## src/periph_settings.svh

```systemverilog
// ==================================================
// Pin count, region bases and register offsets of the peripheral bus
// Included by the package and by every module that decodes addresses
// ==================================================
`ifndef PERIPH_SETTINGS_SVH
`define PERIPH_SETTINGS_SVH

// Number of GPIO pins brought out of the subsystem
`define PERIPH_GPIO_NR 8

// Address bits at and above this index select a region
// The bits below it select a register inside the region
`define PERIPH_REGION_LSB 8

// Region bases, only bits 31 to 8 take part in the decode
`define PERIPH_GPIO_BASE 32'h1000_0000
`define PERIPH_TIMER_BASE 32'h1000_0100

// GPIO register offsets inside its region
// Direction uses 1 for output and 0 for input
`define PERIPH_GPIO_DIR_OFS 8'h00
`define PERIPH_GPIO_OUT_OFS 8'h04
`define PERIPH_GPIO_IN_OFS 8'h08

// Machine timer register offsets inside its region
`define PERIPH_TIMER_TIME_OFS 8'h00
`define PERIPH_TIMER_CMP_OFS 8'h04

`endif

```

## src/periph_pkg.sv

```systemverilog
// ==================================================
// Bus word types and request/response structs shared by all blocks
// ==================================================

`include "periph_settings.svh"

package periph_pkg;

    // Byte address as issued by the master
    typedef logic [31:0] addr_t;

    // One bus word, used for both write and read data
    typedef logic [31:0] data_t;

    // Byte write strobes
    // A nonzero value marks the access as a write of the whole register
    typedef logic [3:0] wstrb_t;

    // One bit per GPIO pin
    typedef logic [`PERIPH_GPIO_NR-1:0] gpio_t;

    // Request from the master towards a slave
    // The master keeps every field stable while valid is high
    typedef struct packed {
        logic   valid;
        addr_t  addr;
        wstrb_t wstrb;
        data_t  wdata;
    } bus_req_t;

    // Response from a slave back to the master
    // ready is a single cycle pulse and rdata only counts while it is high
    typedef struct packed {
        logic  ready;
        data_t rdata;
    } bus_rsp_t;

endpackage

```

## src/gpio_ctrl.sv

```systemverilog
// ==================================================
// GPIO slave with direction, output value and synchronized input registers
// Pins come out as separate in, out and enable vectors for the board pad
// ==================================================
`timescale 1ns/100ps

`include "periph_settings.svh"

module gpio_ctrl (
    input  logic                 clk,
    input  logic                 resetn,
    input  periph_pkg::bus_req_t req,
    output periph_pkg::bus_rsp_t rsp,
    input  periph_pkg::gpio_t    pin_in,
    output periph_pkg::gpio_t    pin_out,
    output periph_pkg::gpio_t    pin_oe
);

    logic [`PERIPH_REGION_LSB-1:0] ofs;
    logic wr;
    logic ack;
    logic ready_q;
    periph_pkg::data_t rdata_q;
    // Direction register, 1 drives the pin
    periph_pkg::gpio_t dir_q;
    // Output value register
    periph_pkg::gpio_t out_q;
    // Two-flop synchronizer for the asynchronous pin inputs
    periph_pkg::gpio_t sync_meta;
    periph_pkg::gpio_t sync_q;

    // The decoder has already checked the region, only the offset is left
    assign ofs = req.addr[`PERIPH_REGION_LSB-1:0];
    assign wr = |req.wstrb;

    // First cycle of a request, which is also the edge that raises ready
    assign ack = req.valid && !ready_q;

    always_ff @(posedge clk) begin
        if (!resetn) begin
            ready_q <= 1'b0;
        end else begin
            ready_q <= ack;
        end
    end

    // All pins start as inputs with a low output value
    always_ff @(posedge clk) begin
        if (!resetn) begin
            dir_q <= '0;
            out_q <= '0;
        end else if (ack && wr) begin
            // Any strobe bit writes the whole register
            if (ofs == `PERIPH_GPIO_DIR_OFS) begin
                dir_q <= req.wdata[`PERIPH_GPIO_NR-1:0];
            end
            if (ofs == `PERIPH_GPIO_OUT_OFS) begin
                out_q <= req.wdata[`PERIPH_GPIO_NR-1:0];
            end
            // The input offset is read only and ignores writes
        end
    end

    // Pin values settle through both stages before a read can see them
    always_ff @(posedge clk) begin
        sync_meta <= pin_in;
        sync_q <= sync_meta;
    end

    // Read data is captured at the ack edge and held during the ready cycle
    always_ff @(posedge clk) begin
        if (ack) begin
            case (ofs)
                `PERIPH_GPIO_DIR_OFS: rdata_q <= periph_pkg::data_t'(dir_q);
                `PERIPH_GPIO_OUT_OFS: rdata_q <= periph_pkg::data_t'(out_q);
                `PERIPH_GPIO_IN_OFS: rdata_q <= periph_pkg::data_t'(sync_q);
                default: rdata_q <= '0;
            endcase
        end
    end

    assign rsp.ready = ready_q;
    assign rsp.rdata = rdata_q;

    // Registers drive the pad controls directly
    assign pin_oe = dir_q;
    assign pin_out = out_q;

endmodule

```

## src/mtimer.sv

```systemverilog
// ==================================================
// Machine timer slave with a free-running counter and compare interrupt
// ==================================================
`timescale 1ns/100ps

`include "periph_settings.svh"

module mtimer (
    input  logic                 clk,
    input  logic                 resetn,
    input  periph_pkg::bus_req_t req,
    output periph_pkg::bus_rsp_t rsp,
    output logic                 irq
);

    logic [`PERIPH_REGION_LSB-1:0] ofs;
    logic wr;
    logic ack;
    logic ready_q;
    periph_pkg::data_t rdata_q;
    // Free-running time counter
    periph_pkg::data_t count_q;
    // Compare value, all ones keeps the interrupt off
    periph_pkg::data_t cmp_q;
    logic irq_q;

    // Region is resolved upstream, so only the low bits matter here
    assign ofs = req.addr[`PERIPH_REGION_LSB-1:0];
    assign wr = |req.wstrb;
    assign ack = req.valid && !ready_q;

    // One ready pulse per request, in the cycle after valid is first seen
    always_ff @(posedge clk) begin
        if (!resetn) begin
            ready_q <= 1'b0;
        end else begin
            ready_q <= ack;
        end
    end

    // Counts every cycle unless software loads a new time value
    always_ff @(posedge clk) begin
        if (!resetn) begin
            count_q <= '0;
        end else if (ack && wr && ofs == `PERIPH_TIMER_TIME_OFS) begin
            count_q <= req.wdata;
        end else begin
            count_q <= count_q + 1'b1;
        end
    end

    always_ff @(posedge clk) begin
        if (!resetn) begin
            cmp_q <= '1;
        end else if (ack && wr && ofs == `PERIPH_TIMER_CMP_OFS) begin
            cmp_q <= req.wdata;
        end
    end

    // Level interrupt, lags the comparison by one cycle
    // Writing a compare value already passed raises it on the next edge
    always_ff @(posedge clk) begin
        if (!resetn) begin
            irq_q <= 1'b0;
        end else begin
            irq_q <= count_q >= cmp_q;
        end
    end

    // The time read returns the count as it stands at the ack edge
    always_ff @(posedge clk) begin
        if (ack) begin
            case (ofs)
                `PERIPH_TIMER_TIME_OFS: rdata_q <= count_q;
                `PERIPH_TIMER_CMP_OFS: rdata_q <= cmp_q;
                default: rdata_q <= '0;
            endcase
        end
    end

    assign rsp.ready = ready_q;
    assign rsp.rdata = rdata_q;
    assign irq = irq_q;

endmodule

```

## src/periph_decoder.sv

```systemverilog
// ==================================================
// Region decoder that steers each access to GPIO, timer or default slave
// ==================================================
`timescale 1ns/100ps

`include "periph_settings.svh"

module periph_decoder (
    input  logic                 clk,
    input  logic                 resetn,
    input  periph_pkg::bus_req_t req,
    output periph_pkg::bus_req_t gpio_req,
    output periph_pkg::bus_req_t timer_req,
    input  periph_pkg::bus_rsp_t gpio_rsp,
    input  periph_pkg::bus_rsp_t timer_rsp,
    output periph_pkg::bus_rsp_t rsp
);

    // Region bases as typed constants so the upper bits can be sliced
    localparam periph_pkg::addr_t gpio_base = `PERIPH_GPIO_BASE;
    localparam periph_pkg::addr_t timer_base = `PERIPH_TIMER_BASE;

    logic sel_gpio;
    logic sel_timer;
    logic sel_none;
    // Ready flop of the built-in responder for unmapped regions
    logic dflt_ready;

    // Only the upper address bits pick the region
    assign sel_gpio = req.addr[31:`PERIPH_REGION_LSB] == gpio_base[31:`PERIPH_REGION_LSB];
    assign sel_timer = req.addr[31:`PERIPH_REGION_LSB] == timer_base[31:`PERIPH_REGION_LSB];
    assign sel_none = !sel_gpio && !sel_timer;

    // Both slaves see the full request, but valid reaches only the selected one
    always_comb begin
        gpio_req = req;
        gpio_req.valid = req.valid && sel_gpio;
        timer_req = req;
        timer_req.valid = req.valid && sel_timer;
    end

    // Unmapped accesses get the same single pulse one cycle after valid
    // Holding off while the pulse is high keeps it from repeating at the ack edge
    always_ff @(posedge clk) begin
        if (!resetn) begin
            dflt_ready <= 1'b0;
        end else begin
            dflt_ready <= req.valid && sel_none && !dflt_ready;
        end
    end

    // The address is still stable during the ready cycle, so the same
    // selection steers the response back without any extra register
    always_comb begin
        rsp.ready = (sel_gpio && gpio_rsp.ready)
                  || (sel_timer && timer_rsp.ready)
                  || dflt_ready;
        if (sel_gpio) begin
            rsp.rdata = gpio_rsp.rdata;
        end else if (sel_timer) begin
            rsp.rdata = timer_rsp.rdata;
        end else begin
            // Unmapped regions always read as zero
            rsp.rdata = '0;
        end
    end

endmodule

```

## src/periph_top.sv

```systemverilog
// ==================================================
// Peripheral subsystem top, decoder fanning out to the GPIO and timer slaves
// The board wrapper adds the tristate pads on the GPIO vectors
// ==================================================
`timescale 1ns/100ps

module periph_top (
    input  logic                 clk,
    input  logic                 resetn,
    input  periph_pkg::bus_req_t req,
    output periph_pkg::bus_rsp_t rsp,
    input  periph_pkg::gpio_t    gpio_in,
    output periph_pkg::gpio_t    gpio_out,
    output periph_pkg::gpio_t    gpio_oe,
    output logic                 timer_irq
);

    // Per-slave request and response links behind the decoder
    periph_pkg::bus_req_t gpio_req;
    periph_pkg::bus_req_t timer_req;
    periph_pkg::bus_rsp_t gpio_rsp;
    periph_pkg::bus_rsp_t timer_rsp;

    // Region decode and response steering, plus the unmapped responder
    periph_decoder decoder_i (
        .clk       (clk),
        .resetn    (resetn),
        .req       (req),
        .gpio_req  (gpio_req),
        .timer_req (timer_req),
        .gpio_rsp  (gpio_rsp),
        .timer_rsp (timer_rsp),
        .rsp       (rsp)
    );

    // GPIO registers and the input synchronizer
    gpio_ctrl gpio_i (
        .clk     (clk),
        .resetn  (resetn),
        .req     (gpio_req),
        .rsp     (gpio_rsp),
        .pin_in  (gpio_in),
        .pin_out (gpio_out),
        .pin_oe  (gpio_oe)
    );

    // Machine timer driving the interrupt level
    mtimer timer_i (
        .clk    (clk),
        .resetn (resetn),
        .req    (timer_req),
        .rsp    (timer_rsp),
        .irq    (timer_irq)
    );

endmodule
```

## config.mk

```make
export PLATFORM = sky130hd
export DESIGN_NAME = periph_top
export DESIGN_NICKNAME = d
export VERILOG_FILES = /design/src/periph_pkg.sv /design/src/gpio_ctrl.sv /design/src/mtimer.sv /design/src/periph_decoder.sv /design/src/periph_top.sv
export VERILOG_INCLUDE_DIRS = /design/src /design/src/src
export SDC_FILE = /design/constraint.sdc
export NUM_CORES = 1
export LEC_CHECK = 0
export BUFFER_PORTS_ARGS = -buffer_cell sky130_fd_sc_hd__buf_2
export CAP_MARGIN = 20
export CORE_UTILIZATION = 58
export CTS_BUF_LIST = sky130_fd_sc_hd__clkbuf_4
export CTS_CLUSTER_DIAMETER = 120
export DETAILED_ROUTE_END_ITERATION = 6
export PLACE_DENSITY = 0.82
export SLEW_MARGIN = 20
export SYNTH_ARGS = -nofsm -noshare
export SYNTH_HDL_FRONTEND = slang
export SYNTH_SLANG_ARGS = --single-unit
```

## constraint.sdc

```tcl
create_clock -name clk -period 4.6 [get_ports clk]
set_clock_uncertainty 0.1 [all_clocks]
set_input_delay 0.23 -clock clk [delete_from_list [all_inputs] [get_ports clk]]
set_output_delay 0.23 -clock clk [all_outputs]
set_load 0.05 [all_outputs]
```

Word-level counts from Yosys, hierarchy flattened
Index checks and enable logic that the tools add are counted.
Cells by class
  reduce and logical (&&, ||, !) cells: 24
  mux-type cells: 5
  equality and inequality tests: 4
  $lt $le $gt $ge: 1
  $add $sub $neg: 1
Operators by type and width (number)
  2-to-1 mux 32 bit: 3
  case mux 32 bit (2 select lines): 1
  equality test 24 x 21 -> 1 bit (second input constant): 2
  adder 32 x 1 -> 32 bit (second input constant): 1
  greater-or-equal comparator 32 bit: 1
  case mux 8 bit (3 select lines): 1
  logical AND 1 bit: 13
  equality test 8 x 3 -> 1 bit (second input constant): 1
  equality test 8 x 4 -> 1 bit (second input constant): 1
  logical NOT 8 bit: 1
  logical NOT 1 bit: 5
  AND reduction 2 bit: 2
  OR reduction 4 bit: 1
  logical OR 1 bit: 2
Storage, ports and cells
  input bits: 79
  output and inout bits: 50
  register bits: 164
  word-level logic and storage cells: 47

Depth between registers and ports, before layout
Gate-level depths: netlist of run 1.
  depth in word-level cells: 6
  depth in mapped cells: 8
  mapped depth without buffers: 7

Hierarchy
Synthesis of run 1 repeated with hierarchy kept, for this count alone.
Second synthesis, totals
  cell total of the unflattened synthesis: 891
  area, all modules: 8535.7 um2
By module, submodules not included
  mtimer: area an instance 4969.8 um2, times used 1, cells an instance 506, seq. area each 2282.2 um2
  periph_decoder: area an instance 1874.3 um2, times used 1, cells an instance 227, seq. area each 20.0 um2
  gpio_ctrl: area an instance 1691.6 um2, times used 1, cells an instance 158, seq. area each 900.9 um2

Worst setup path after synthesis of run 1
No wires, ideal clock.
  path kind: input-to-reg
  start: in req[54] in the netlist's numbering
  end: reg timer_i.rdata_q[0] (enable)
  path buffers: 0
  required time: 4.031 ns
  arrival time: 3.227 ns
  library setup time: 0.469 ns
  setup slack: 0.804 ns
  stages: 3
  cell sequence: nor4_2 > nand3_4 > nor3b_1
On the way
  longest elaborated chain between the ends: 3
Ends and longest elaborated chain
  start, declared: line periph_top.sv:10  | input periph_pkg::bus_req_t req,
  equality test 24 x 21 -> 1 bit: line periph_decoder.sv:31  | assign sel_timer = req.addr[31:`PERIPH_REGION_LSB] == timer_base[31:`PERIPH_REGION_LSB];
  logical AND 1 bit: line periph_decoder.sv:39  | timer_req.valid = req.valid && sel_timer;
  logical AND 1 bit: line mtimer.sv:30  | assign ack = req.valid && !ready_q;
  net timer_i.ack: line mtimer.sv:18  | logic ack;
  end signal, assigned: line mtimer.sv:74  | `PERIPH_TIMER_TIME_OFS: rdata_q <= count_q;
  end signal, assigned: line mtimer.sv:75  | `PERIPH_TIMER_CMP_OFS: rdata_q <= cmp_q;
  end, declared: line mtimer.sv:20  | periph_pkg::data_t rdata_q;
The timed path passes the listed nets, and every way through them passes these cells.
A chain may end at the register's enable or synchronous reset.

==> reports/qor.yml, run 1 <==
run:
  max_cap_violations: 0
clock_tree:
  worst_skew_pair.late_latency_ps: 540
  clock_buffer_count_from_cts: 17
  cts_root_buffer: "clkbuf_4"
  cts_sinks: 140
  post-cts-setup-buffers: 0
  clock_pin_transition_on_the_worst_setup_and_hold_timing_paths_ps: 120
  htreeDepth: 4
  tritoncts: "done"
  clock_path_buffers: 2
route:
  vias: 5849
  detailedRoute.firstIterationViolations: 398
  drt_total_wl_mm: 16.9
  ant_nets: 0
  final_routed_wire_length_divided_by_cell_count_um: 16.5
  viasPerCell: 5.69
  drt_pre_antenna_iters: 7
  drc_errors: 13
power:
  power.ir.vdd_worst_v: 0.000132
  power.total_w: 0.00222
  static-leakage-power_nw: 3.93
  power.density_cell_area_nw_per_um2: 264
setup_path:
  worst-endpoint-arrival_ps: 2280
  required_time_of_the_critical_path_ps: 4270
  timing_worst_setup_path_type: "input port to output pin"
  worstSetupStartpointType: "input port"
  crit_fanout: 19
  endpoint_class_of_the_critical_path: "output pin"
timing:
  whs_ps: 96.1
  final-hold-violation-count: 0
  timing.final.max_slew_violations: 0
  max_freq_mhz: 384
  total_negative_slack_for_setup_checks_ps: 0
  final_ws_setup_ps: 1990
  worst_slew_margin_rel_pct: 40.1
  fin_crit_sh_pct: 56.7
  timing_worst_slew_pin_value_ps: 892
  setup_viol_count_final: 0
  post-route-min-period_ps: 2610
  grt_setup_unrepaired: "false"
layout:
  share_of_final_layout_standard_cells_stronger_than_drive_strength_1_pct: 20.2
  final_nets: 983
  post-route-cell-area_um2: 8390
  fillCellCount: 877
  area_delta_synth_final_pct: 19.7
synthesis:
  yosys_register_bits: 140
  synth-edff-count: 40
  post_synth_instance_area_um2: 7010
  yosysSeqAreaShare_pct: 45.7
  synth_fp_nets: 827
  yosys_warnings: 0
  synth.distinct_cells: 49
  post_synth.cell_area_avg_um2: 9.81
  postSynthCellCount: 715
  synth-async-reset-ratio_pct: 0
  yosys_most_used_dff: "dfxtp_1"
global_route:
  global_route_wire_length_before_repair_mm: 27.4
  grt_start_max_net_pins: 86
  grt_overflow_total: 0
  total_global_routing_track_utilization_pct: 27.9
  antenna_found_initial: 1
  grt_pass1_vias: 5599
placed_design:
  gp_congestion: 0.930
  dpl-instance-area_um2: 7700
  pre_cts_ws_ps: 1630
  numPortBuffers: 128
  place.detailed.hpwl_mm: 11.7
floorplan:
  floorplan.initialDensity_pct: 60.4
  fp.dieH_um: 112
  die_area_um2: 12500
  core_um2: 11600
  io_pins: 129
  horizontal_die_dimension_um: 112
  core.rowCount: 39
outcome:
  result_of_the_run: "finished with violations"
  failed_checks: "DRC"
worst_hold_path:
  timing.hold.worst.class: "input port to flop"
-- routing by layer --
| metal | global-route usage (%) | vias to the layer above | routed length (µm) |
|---|---|---|---|
| met3 | 5.01 | 33 | 1300 |
| met5 | 0 | - | 0 |
| met4 | 11.6 | 0 | 392 |
| met2 | 44.3 | 239 | 7840 |
| met1 | 37.6 | 2732 | 7390 |
| li1 | - | 2845 | - |
-- cell families (layout without fill, tap and decap cells) --
family          Yosys count  count (layout)  share of synthesized area (%)
simple gates            254             254                           19.8
flops                   140             140                           45.7
compound gates          114             114                           10.7
buf+inv                  77             246                           4.64
mux                      67              67                           9.56
fa+ha+maj                33              33                           5.89
xor+xnor                 30              30                           3.75
other cells               0               1                              0
-- repair_timing --
item,CTS,global route
endpoints found under the hold margin,89,0
hold buffers,41,0
resized for setup,0,0
endpoints found under the setup margin,0,0
-- cells in the mapped netlist (18+ instances only) --
cell type | n | area share [%]
nand3_1 | 18 | 1.3
dfxtp_1 | 100 | 29
o211ai_1 | 31 | 3.3
clkbuf_1 | 24 | 1.3
nand2_1 | 58 | 3.1
inv_1 | 39 | 2.1
mux2i_1 | 67 | 9.6
edfxtp_1 | 40 | 17
a21oi_1 | 37 | 2.6
ha_1 | 33 | 5.9
and2_1 | 27 | 2.4
nor2_1 | 65 | 3.5
xnor2_1 | 18 | 2.2
nor2b_1 | 19 | 1.7
-- sequential cells by signal (all words and copies together), names as in the netlist --
name                  cells
timer_i.rdata_q          32
gpio_i.sync_q             8
gpio_i.pin_out            8
gpio_i.ready_q            1
decoder_i.dflt_ready      1
gpio_i.sync_meta          8
gpio_i.rdata_q            8
timer_i.irq               1
timer_i.ready_q           1
gpio_i.pin_oe             8
timer_i.cmp_q            32
timer_i.count_q          32
-- cell usage in the layout, fill, tap and decap left out, drive strengths merged, types with 19 or more instances in the layout --
master / Yosys / final
a21oi: 37 / 37
dfxtp: 100 / 100
nor2: 65 / 65
nand2: 59 / 59
buf: 14 / 134
ha: 33 / 33
nand3: 19 / 19
edfxtp: 40 / 40
nor2b: 19 / 19
and2: 27 / 27
o211ai: 31 / 31
dlygate4sd3: 0 / 41
mux2i: 67 / 67
inv: 39 / 42
o21ai: 22 / 22
-- stage by stage --
step           utilization (%)  cells
6_report                  72.3   1028
5_1_grt                   72.3   1028
4_1_cts                   72.2   1026
3_5_place_dp              66.3    953
3_3_place_gp              66.3    953
2_1_floorplan                -    715
-- worst max-delay path, stage by stage --
cell,delay (ps)
buf_2,100
nor4_1,380
nand3_1,210
or2_2,440
nor2_1,270
buf_4,240
and2_1,140
buf_2,250
-- path summary, 6_finish.rpt --
path                                  from  cells past startpoint                        endpoint  slack (ps)
max reg2reg  timer_i.count_q[0]$_SDFF_PN0_                      6  timer_i.count_q[28]$_SDFF_PN0_        2060
max                                req[45]                      8                         rsp[28]        1990
min reg2reg    gpio_i.sync_meta[0]$_DFF_P_                      0        gpio_i.sync_q[0]$_DFF_P_         240
min                                req[39]                      4     gpio_i.rdata_q[2]$_DFFE_PN_         100
-- where the power goes --
part	leakage [nW]	switching, W	total [W]	internal (W)
sequential	1.24	0.00000526	0.00128	0.00127
clock	0.138	0.000467	0.000787	0.000320
combinational	2.56	0.0000766	0.000155	0.0000779
-- layout make-up --
class | count | area, µm² | area share (%)
multi-input cells | 498 | 3490 | 41.6
flip-flops and latches | 140 | 3200 | 38.2
repair buffers | 175 | 1100 | 13.1
well taps | 143 | 179 | 2.13
clock inverters | 15 | 148 | 1.76
inverters | 39 | 146 | 1.74
clock buffers | 17 | 128 | 1.52
diodes | 1 | 2.50 | 0.0298
Note: power is estimated with default switching activity, not from simulation.
==> run 2: changes to the inputs <==
--- a/config.mk
+++ b/config.mk
@@ -8,11 +8,11 @@
 export LEC_CHECK = 0
 export BUFFER_PORTS_ARGS = -buffer_cell sky130_fd_sc_hd__buf_2
 export CAP_MARGIN = 20
-export CORE_UTILIZATION = 58
+export CORE_UTILIZATION = 52
 export CTS_BUF_LIST = sky130_fd_sc_hd__clkbuf_4
 export CTS_CLUSTER_DIAMETER = 120
 export DETAILED_ROUTE_END_ITERATION = 6
-export PLACE_DENSITY = 0.82
+export PLACE_DENSITY = 0.77
 export SLEW_MARGIN = 20
 export SYNTH_ARGS = -nofsm -noshare
 export SYNTH_HDL_FRONTEND = slang
==> constraint.sdc (replaced) <==
create_clock -name clk -period 2.1 [get_ports clk]
set_clock_uncertainty 0.1 [all_clocks]
set_input_delay 0.105 -clock clk [delete_from_list [all_inputs] [get_ports clk]]
set_output_delay 0.105 -clock clk [all_outputs]
set_load 0.05 [all_outputs]
==> run 2 against run 1 <==
  * The flow still finishes with violations (DRC)
  * Wire length rose by 2.7%
  * Worst hold slack got worse by 43 ps
  * Final cell count is 6.5% higher
  * Worst setup slack lost 1900 ps
  * Sequential power grew 120%
  * Global-route usage down 2.1 points
  * Sequential cell count stayed put
  * Clock power grew 140%
  * Critical endpoint is now timer_i.count_q[17]$_SDFF_PN0_
  * Largest cell class unchanged
==> reports/qor.yml, run 2 (same netlist as run 1, synthesis figures left out) <==
outcome:
  result_of_the_run: "finished with violations"
  failed_checks: "DRC"
clock_tree:
  clock_buffer_count_from_cts: 17
  tritoncts: "done"
  cts_root_buffer: "clkbuf_4"
  worst_skew_pair.late_latency_ps: 560
  clock_path_buffers: 2
  clock_pin_transition_on_the_worst_setup_and_hold_timing_paths_ps: 130
  cts_sinks: 140
  htreeDepth: 4
route:
  vias: 5991
  drt_total_wl_mm: 17.4
  final_routed_wire_length_divided_by_cell_count_um: 15.9
  viasPerCell: 5.47
  drc_errors: 2
  ant_nets: 0
  detailedRoute.firstIterationViolations: 363
  drt_pre_antenna_iters: 7
global_route:
  total_global_routing_track_utilization_pct: 25.8
  grt_pass1_vias: 5785
  grt_start_max_net_pins: 57
  grt_overflow_total: 0
  antenna_found_initial: 1
  global_route_wire_length_before_repair_mm: 28.1
layout:
  multi_input_area_um2: 3530
  fillCellCount: 1024
  post-route-cell-area_um2: 8890
  final_nets: 1017
  share_of_final_layout_standard_cells_stronger_than_drive_strength_1_pct: 23.3
  most_common_cell_after_layout_fill_and_taps_aside: "buf_2"
  layout_common_cells: "buf_2 (117), dfxtp_1 (100), mux2i_1 (67), nor2_1 (65), nand2_1 (58)"
  biggestRegsByFlops: "timer_i.cmp_q x32, timer_i.count_q x32, timer_i.rdata_q x32"
  area.sequential_um2: 3200
  area_delta_synth_final_pct: 26.8
floorplan:
  fp.dieH_um: 118
  io_pins: 129
  floorplan.initialDensity_pct: 53.2
  core.rowCount: 42
  die_area_um2: 14000
  horizontal_die_dimension_um: 118
  core_um2: 13200
setup_path:
  reg2reg_slack_ps: 90
  r2r_end: "timer_i.count_q[17]$_SDFF_PN0_"
  timing.reg2reg.worst_path_depth: 6
  timing_worst_setup_path_type: "flop to flop"
  endpoint_class_of_the_critical_path: "flop"
  worstSetupStartpointType: "flop"
  required_time_of_the_critical_path_ps: 2450
  crit_fanout: 56
  worst-endpoint-arrival_ps: 2360
  critical_path.reg2reg.startpoint: "timer_i.ready_q$_SDFF_PN0_"
timing:
  timing_worst_slew_pin_value_ps: 545
  fin_crit_sh_pct: 95.5
  final-hold-violation-count: 0
  timing.final.max_slew_violations: 0
  worst_slew_margin_rel_pct: 63.3
  setup_viol_count_final: 0
  max_freq_mhz: 499
  final_ws_setup_ps: 94.0
  post-route-min-period_ps: 2010
power:
  static-leakage-power_nw: 4.16
  power.ir.vdd_worst_v: 0.000324
  power.total_w: 0.00508
  power.density_cell_area_nw_per_um2: 571
placed_design:
  pre_cts_ws_ps: -56.0
  place.detailed.hpwl_mm: 12.4
  numPortBuffers: 128
  dpl-instance-area_um2: 8030
  gp_congestion: 0.876
worst_hold_path:
  whs_endpoint: "gpio_i.rdata_q[6]$_DFFE_PN_"
  worstHoldStart: "req[39]"
  min_delay_path_depth: 5
  timing.hold.worst.class: "input port to flop"
run:
  max_cap_violations: 0
## run 2: layer usage
layer	up-vias	part of all wire (%)	global-route usage [%]
li1	2924	-	-
met1	2826	45	34.4
met2	208	47	41.5
met3	33	5.5	5.26
met4	0	2.2	9.13
met5	-	0	0
## run 2: layout make-up
type | count | area share, %
multi-input combinational | 498 | 39.7
sequential | 140 | 36.0
timing repair buffer | 209 | 16.6
tap | 176 | 2.48
clock inverter | 14 | 2.07
inverter | 39 | 1.65
clock buffer | 18 | 1.52
antenna | 1 | 0.0281
## run 2: worst max-delay path by stage
| stage | startpoint | end | slack [ps] | cells past startpoint |
|---|---|---|---|---|
| CTS | timer_i.count_q[0]$_SDFF_PN0_ | timer_i.irq$_SDFF_PN0_ | 20 | 7 |
| detailed placement | timer_i.count_q[0]$_SDFF_PN0_ | timer_i.irq$_SDFF_PN0_ | -60 | 7 |
| global route | req[60] | rsp[22] | -40 | 8 |
| global placement | timer_i.count_q[0]$_SDFF_PN0_ | timer_i.irq$_SDFF_PN0_ | -40 | 7 |
| floorplan | req[54] | timer_i.rdata_q[0]$_DFFE_PN_ | 20 | 3 |
| finish | timer_i.ready_q$_SDFF_PN0_ | timer_i.count_q[17]$_SDFF_PN0_ | 90 | 6 |
## run 2: worst max-delay path, cell delays in order (launching register included)
cell	delay (ps)
dfxtp_1	330
and3b_1	240
nand4_1	180
or4b_4	540
buf_12	200
o21ai_0	230
a21oi_1	60
## run 2: power by group
| group | internal (W) | switching, W | leakage (nW) | total, W |
|---|---|---|---|---|
| sequential | 0.00278 | 0.0000106 | 1.24 | 0.00279 |
| combinational | 0.000189 | 0.000179 | 2.75 | 0.000369 |
| clock | 0.000864 | 0.00105 | 0.166 | 0.00191 |
| total | 0.00384 | 0.00124 | 4.16 | 0.00508 |
## run 2: repair_timing
action	4_1_cts	5_1_grt
gates resized for setup	2	17
hold buffers	47	0
endpoints found under the setup margin	1	33
buffers inserted	0	1
endpoints found under the hold margin	97	0
## run 2: stage by stage
step | std cells | util (%) | TNS (ps) | hold WS (ps)
final | 1095 | 67.4 | 0 | 53.2
after global routing | 1095 | 67.4 | -644 | 33.6
after CTS | 1093 | 66.9 | 0 | 25.1
after detailed placement | 1014 | 60.9 | -56.0 | 110
after global placement | 1014 | 60.9 | -36.6 | 109
after floorplan | 715 | - | 0 | 32.7
==> run 3: changes to the inputs <==
--- a/config.mk
+++ b/config.mk
@@ -13,7 +13,6 @@
 export CTS_CLUSTER_DIAMETER = 120
 export DETAILED_ROUTE_END_ITERATION = 6
 export PLACE_DENSITY = 0.77
-export SLEW_MARGIN = 20
 export SYNTH_ARGS = -nofsm -noshare
 export SYNTH_HDL_FRONTEND = slang
 export SYNTH_SLANG_ARGS = --single-unit
==> constraint.sdc (replaced) <==
create_clock -name clk -period 2.1 [get_ports clk]
set_clock_uncertainty 0.1 [all_clocks]
set_input_delay 0.315 -clock clk [delete_from_list [all_inputs] [get_ports clk]]
set_output_delay 0.315 -clock clk [all_outputs]
set_load 0.05 [all_outputs]
==> run 3 against run 2 <==
  * The run ends with DRC, setup timing left
  * Critical path type is now input port to output pin
  * First-iteration DRC count is 58% higher
  * Total power decreased by 4.0%
  * Final cell count is 0.73% higher
  * Worst hold slack worse by 3.0 ps
  * Largest power group unchanged
==> reports/qor.yml, run 3 (same netlist as run 1, synthesis figures left out) <==
placed_design:
  place.detailed.hpwl_mm: 12.9
  gp_congestion: 0.943
  numPortBuffers: 128
clock_tree:
  clock_path_buffers: 2
  tritoncts: "done"
  worst_skew_pair.late_latency_ps: 560
  htreeDepth: 4
  cts_sinks: 140
  clock_pin_transition_on_the_worst_setup_and_hold_timing_paths_ps: 110
  cts_root_buffer: "clkbuf_4"
  clock_buffer_count_from_cts: 17
setup_path:
  critical_path.n_buffers_inverters: 3
  crit_fanout: 24
  timing.reg2reg.worst_path_depth: 7
  required_time_of_the_critical_path_ps: 1680
  crit_path_top_delay_cell: "nor4_4"
  cp_cell_sequence: "buf_8 > nor4_4 > nand3_1 > or2_4 > nor2_4 > buf_12 > and2_2 > buf_6"
  r2r_end: "timer_i.irq$_SDFF_PN0_"
  endpoint_class_of_the_critical_path: "output pin"
  timing_worst_setup_path_type: "input port to output pin"
  worst_path_largest_cell_delay_ps: 300
  reg2reg_slack_ps: 100
  worstSetupStartpointType: "input port"
  critical_path.reg2reg.startpoint: "timer_i.count_q[0]$_SDFF_PN0_"
  category_of_cells_accounting_for_the_largest_share_of_critical_path_delay: "simple AND/OR/NAND/NOR gates"
  worst-endpoint-arrival_ps: 1760
floorplan:
  die_area_um2: 14000
  fp.dieH_um: 118
  horizontal_die_dimension_um: 118
  core.rowCount: 42
  io_pins: 129
  core_um2: 13200
  floorplan.initialDensity_pct: 53.2
timing:
  fin_crit_sh_pct: 103
  setup_viol_count_final: 26
  timing.final.max_slew_violations: 0
  final_ws_setup_ps: -73.2
  total_negative_slack_for_setup_checks_ps: -1170
  grt_setup_unrepaired: "true"
  final-hold-violation-count: 0
  timing_worst_slew_pin_value_ps: 506
  worst_slew_margin_rel_pct: 66.2
  post-route-min-period_ps: 2170
  max_freq_mhz: 460
route:
  detailedRoute.firstIterationViolations: 572
  drc_errors: 2
  ant_nets: 0
  final_routed_wire_length_divided_by_cell_count_um: 16.5
  viasPerCell: 5.56
  vias: 6137
  drt_pre_antenna_iters: 7
  drt_total_wl_mm: 18.2
worst_hold_path:
  worstHoldStart: "resetn"
  timing.hold.worst.class: "input port to flop"
  whs_endpoint: "timer_i.cmp_q[26]$_SDFFE_PN1P_"
  min_delay_path_depth: 2
global_route:
  antenna_found_initial: 1
  total_global_routing_track_utilization_pct: 26.8
  grt_pass1_vias: 6065
  grt_start_max_net_pins: 66
  global_route_wire_length_before_repair_mm: 29.5
  grt_overflow_total: 0
layout:
  biggestRegsByFlops: "timer_i.cmp_q x32, timer_i.count_q x32, timer_i.rdata_q x32"
  final_nets: 1025
  area_delta_synth_final_pct: 34.3
  layout_common_cells: "dfxtp_1 (100), buf_2 (90), mux2i_1 (67), nand2_1 (58), nor2_1 (56)"
  final_core_util_pct: 71.4
  most_common_cell_after_layout_fill_and_taps_aside: "dfxtp_1"
  fillCellCount: 947
  share_of_final_layout_standard_cells_stronger_than_drive_strength_1_pct: 28.0
power:
  power.ir.vdd_worst_v: 0.000239
  static-leakage-power_nw: 4.29
  power.density_cell_area_nw_per_um2: 517
outcome:
  result_of_the_run: "finished with violations"
  failed_checks: "DRC, setup timing"
run:
  max_cap_violations: 0
run 3: changes by cell type in the layout (fill, tap and decap cells not counted), moves of 10 or more:
cell,change
buf_8,+22
and2_1,-24
and2_4,+20
buf_2,-27
clkbuf_4,-10
buf_6,+15
run 3: metrics by stage:
stage | cells | hold slack [ps] | area [µm²] | setup slack [ps] | total power [W]
floorplan | 715 | 210 | 7210 | -157 | 0.00300
global placement | 1028 | 212 | 8370 | -148 | 0.00315
detailed placement | 1028 | 213 | 8370 | -230 | 0.00316
CTS | 1101 | 18.6 | 9330 | -14.8 | 0.00489
global route | 1103 | 59.7 | 9420 | -116 | 0.00504
finish | 1103 | 50.2 | 9420 | -73.2 | 0.00487
run 3: worst reg2reg max path: cells and delay by family, from the launching register on:
family / cells / cell delay [ps]
AO/OA/AOI/OAI: 4 / 1000
adder cells (fa/ha/maj): 1 / 250
buffers and inverters: 1 / 50
flip-flops: 1 / 350
AND/OR/NAND/NOR: 1 / 140
run 3: worst max path at each step:
stage / from / endpoint / slack [ps] / depth (start not counted)
floorplan: req[54] / timer_i.rdata_q[0]$_DFFE_PN_ / -160 / 3
global placement: req[45] / rsp[31] / -150 / 8
detailed placement: req[65] / timer_i.count_q[17]$_SDFF_PN0_ / -230 / 8
CTS: req[49] / rsp[10] / -10 / 8
global route: req[60] / rsp[31] / -120 / 8
finish: req[60] / rsp[10] / -70 / 8
run 3: metal layers:
layer  up-vias  GRT usage (%)  wire length (µm)
met5         -              0                 0
met4         0           10.1               502
met3        49           4.97              1170
met2       248           44.2              8790
met1      2908           35.0              7770
li1       2932              -                 -
run 3: layout make-up:
cell class	instances	area (µm²)	share of cell area, %
inverter	39	146	1.55
clock inverter	13	126	1.34
antenna	1	2.50	0.0266
tap	176	220	2.34
clock buffer	19	143	1.51
multi-input combinational	498	3700	39.3
sequential	140	3200	34.0
timing repair buffer	217	1880	20.0
run 3: timing repair:
action	4_1_cts	5_1_grt
resized for setup	79	25
hold buffers	41	0
setup endpoints to repair	34	45
pin swaps	1	3
buffers inserted	0	1
endpoints found under the hold margin	88	0
run 3: where the power goes:
| part | internal [W] | switching [W] |
|---|---|---|
| Combinational | 0.000198 | 0.000189 |
| Sequential | 0.00278 | 0.0000115 |
| Clock | 0.000714 | 0.000976 |
| Total | 0.00369 | 0.00118 |
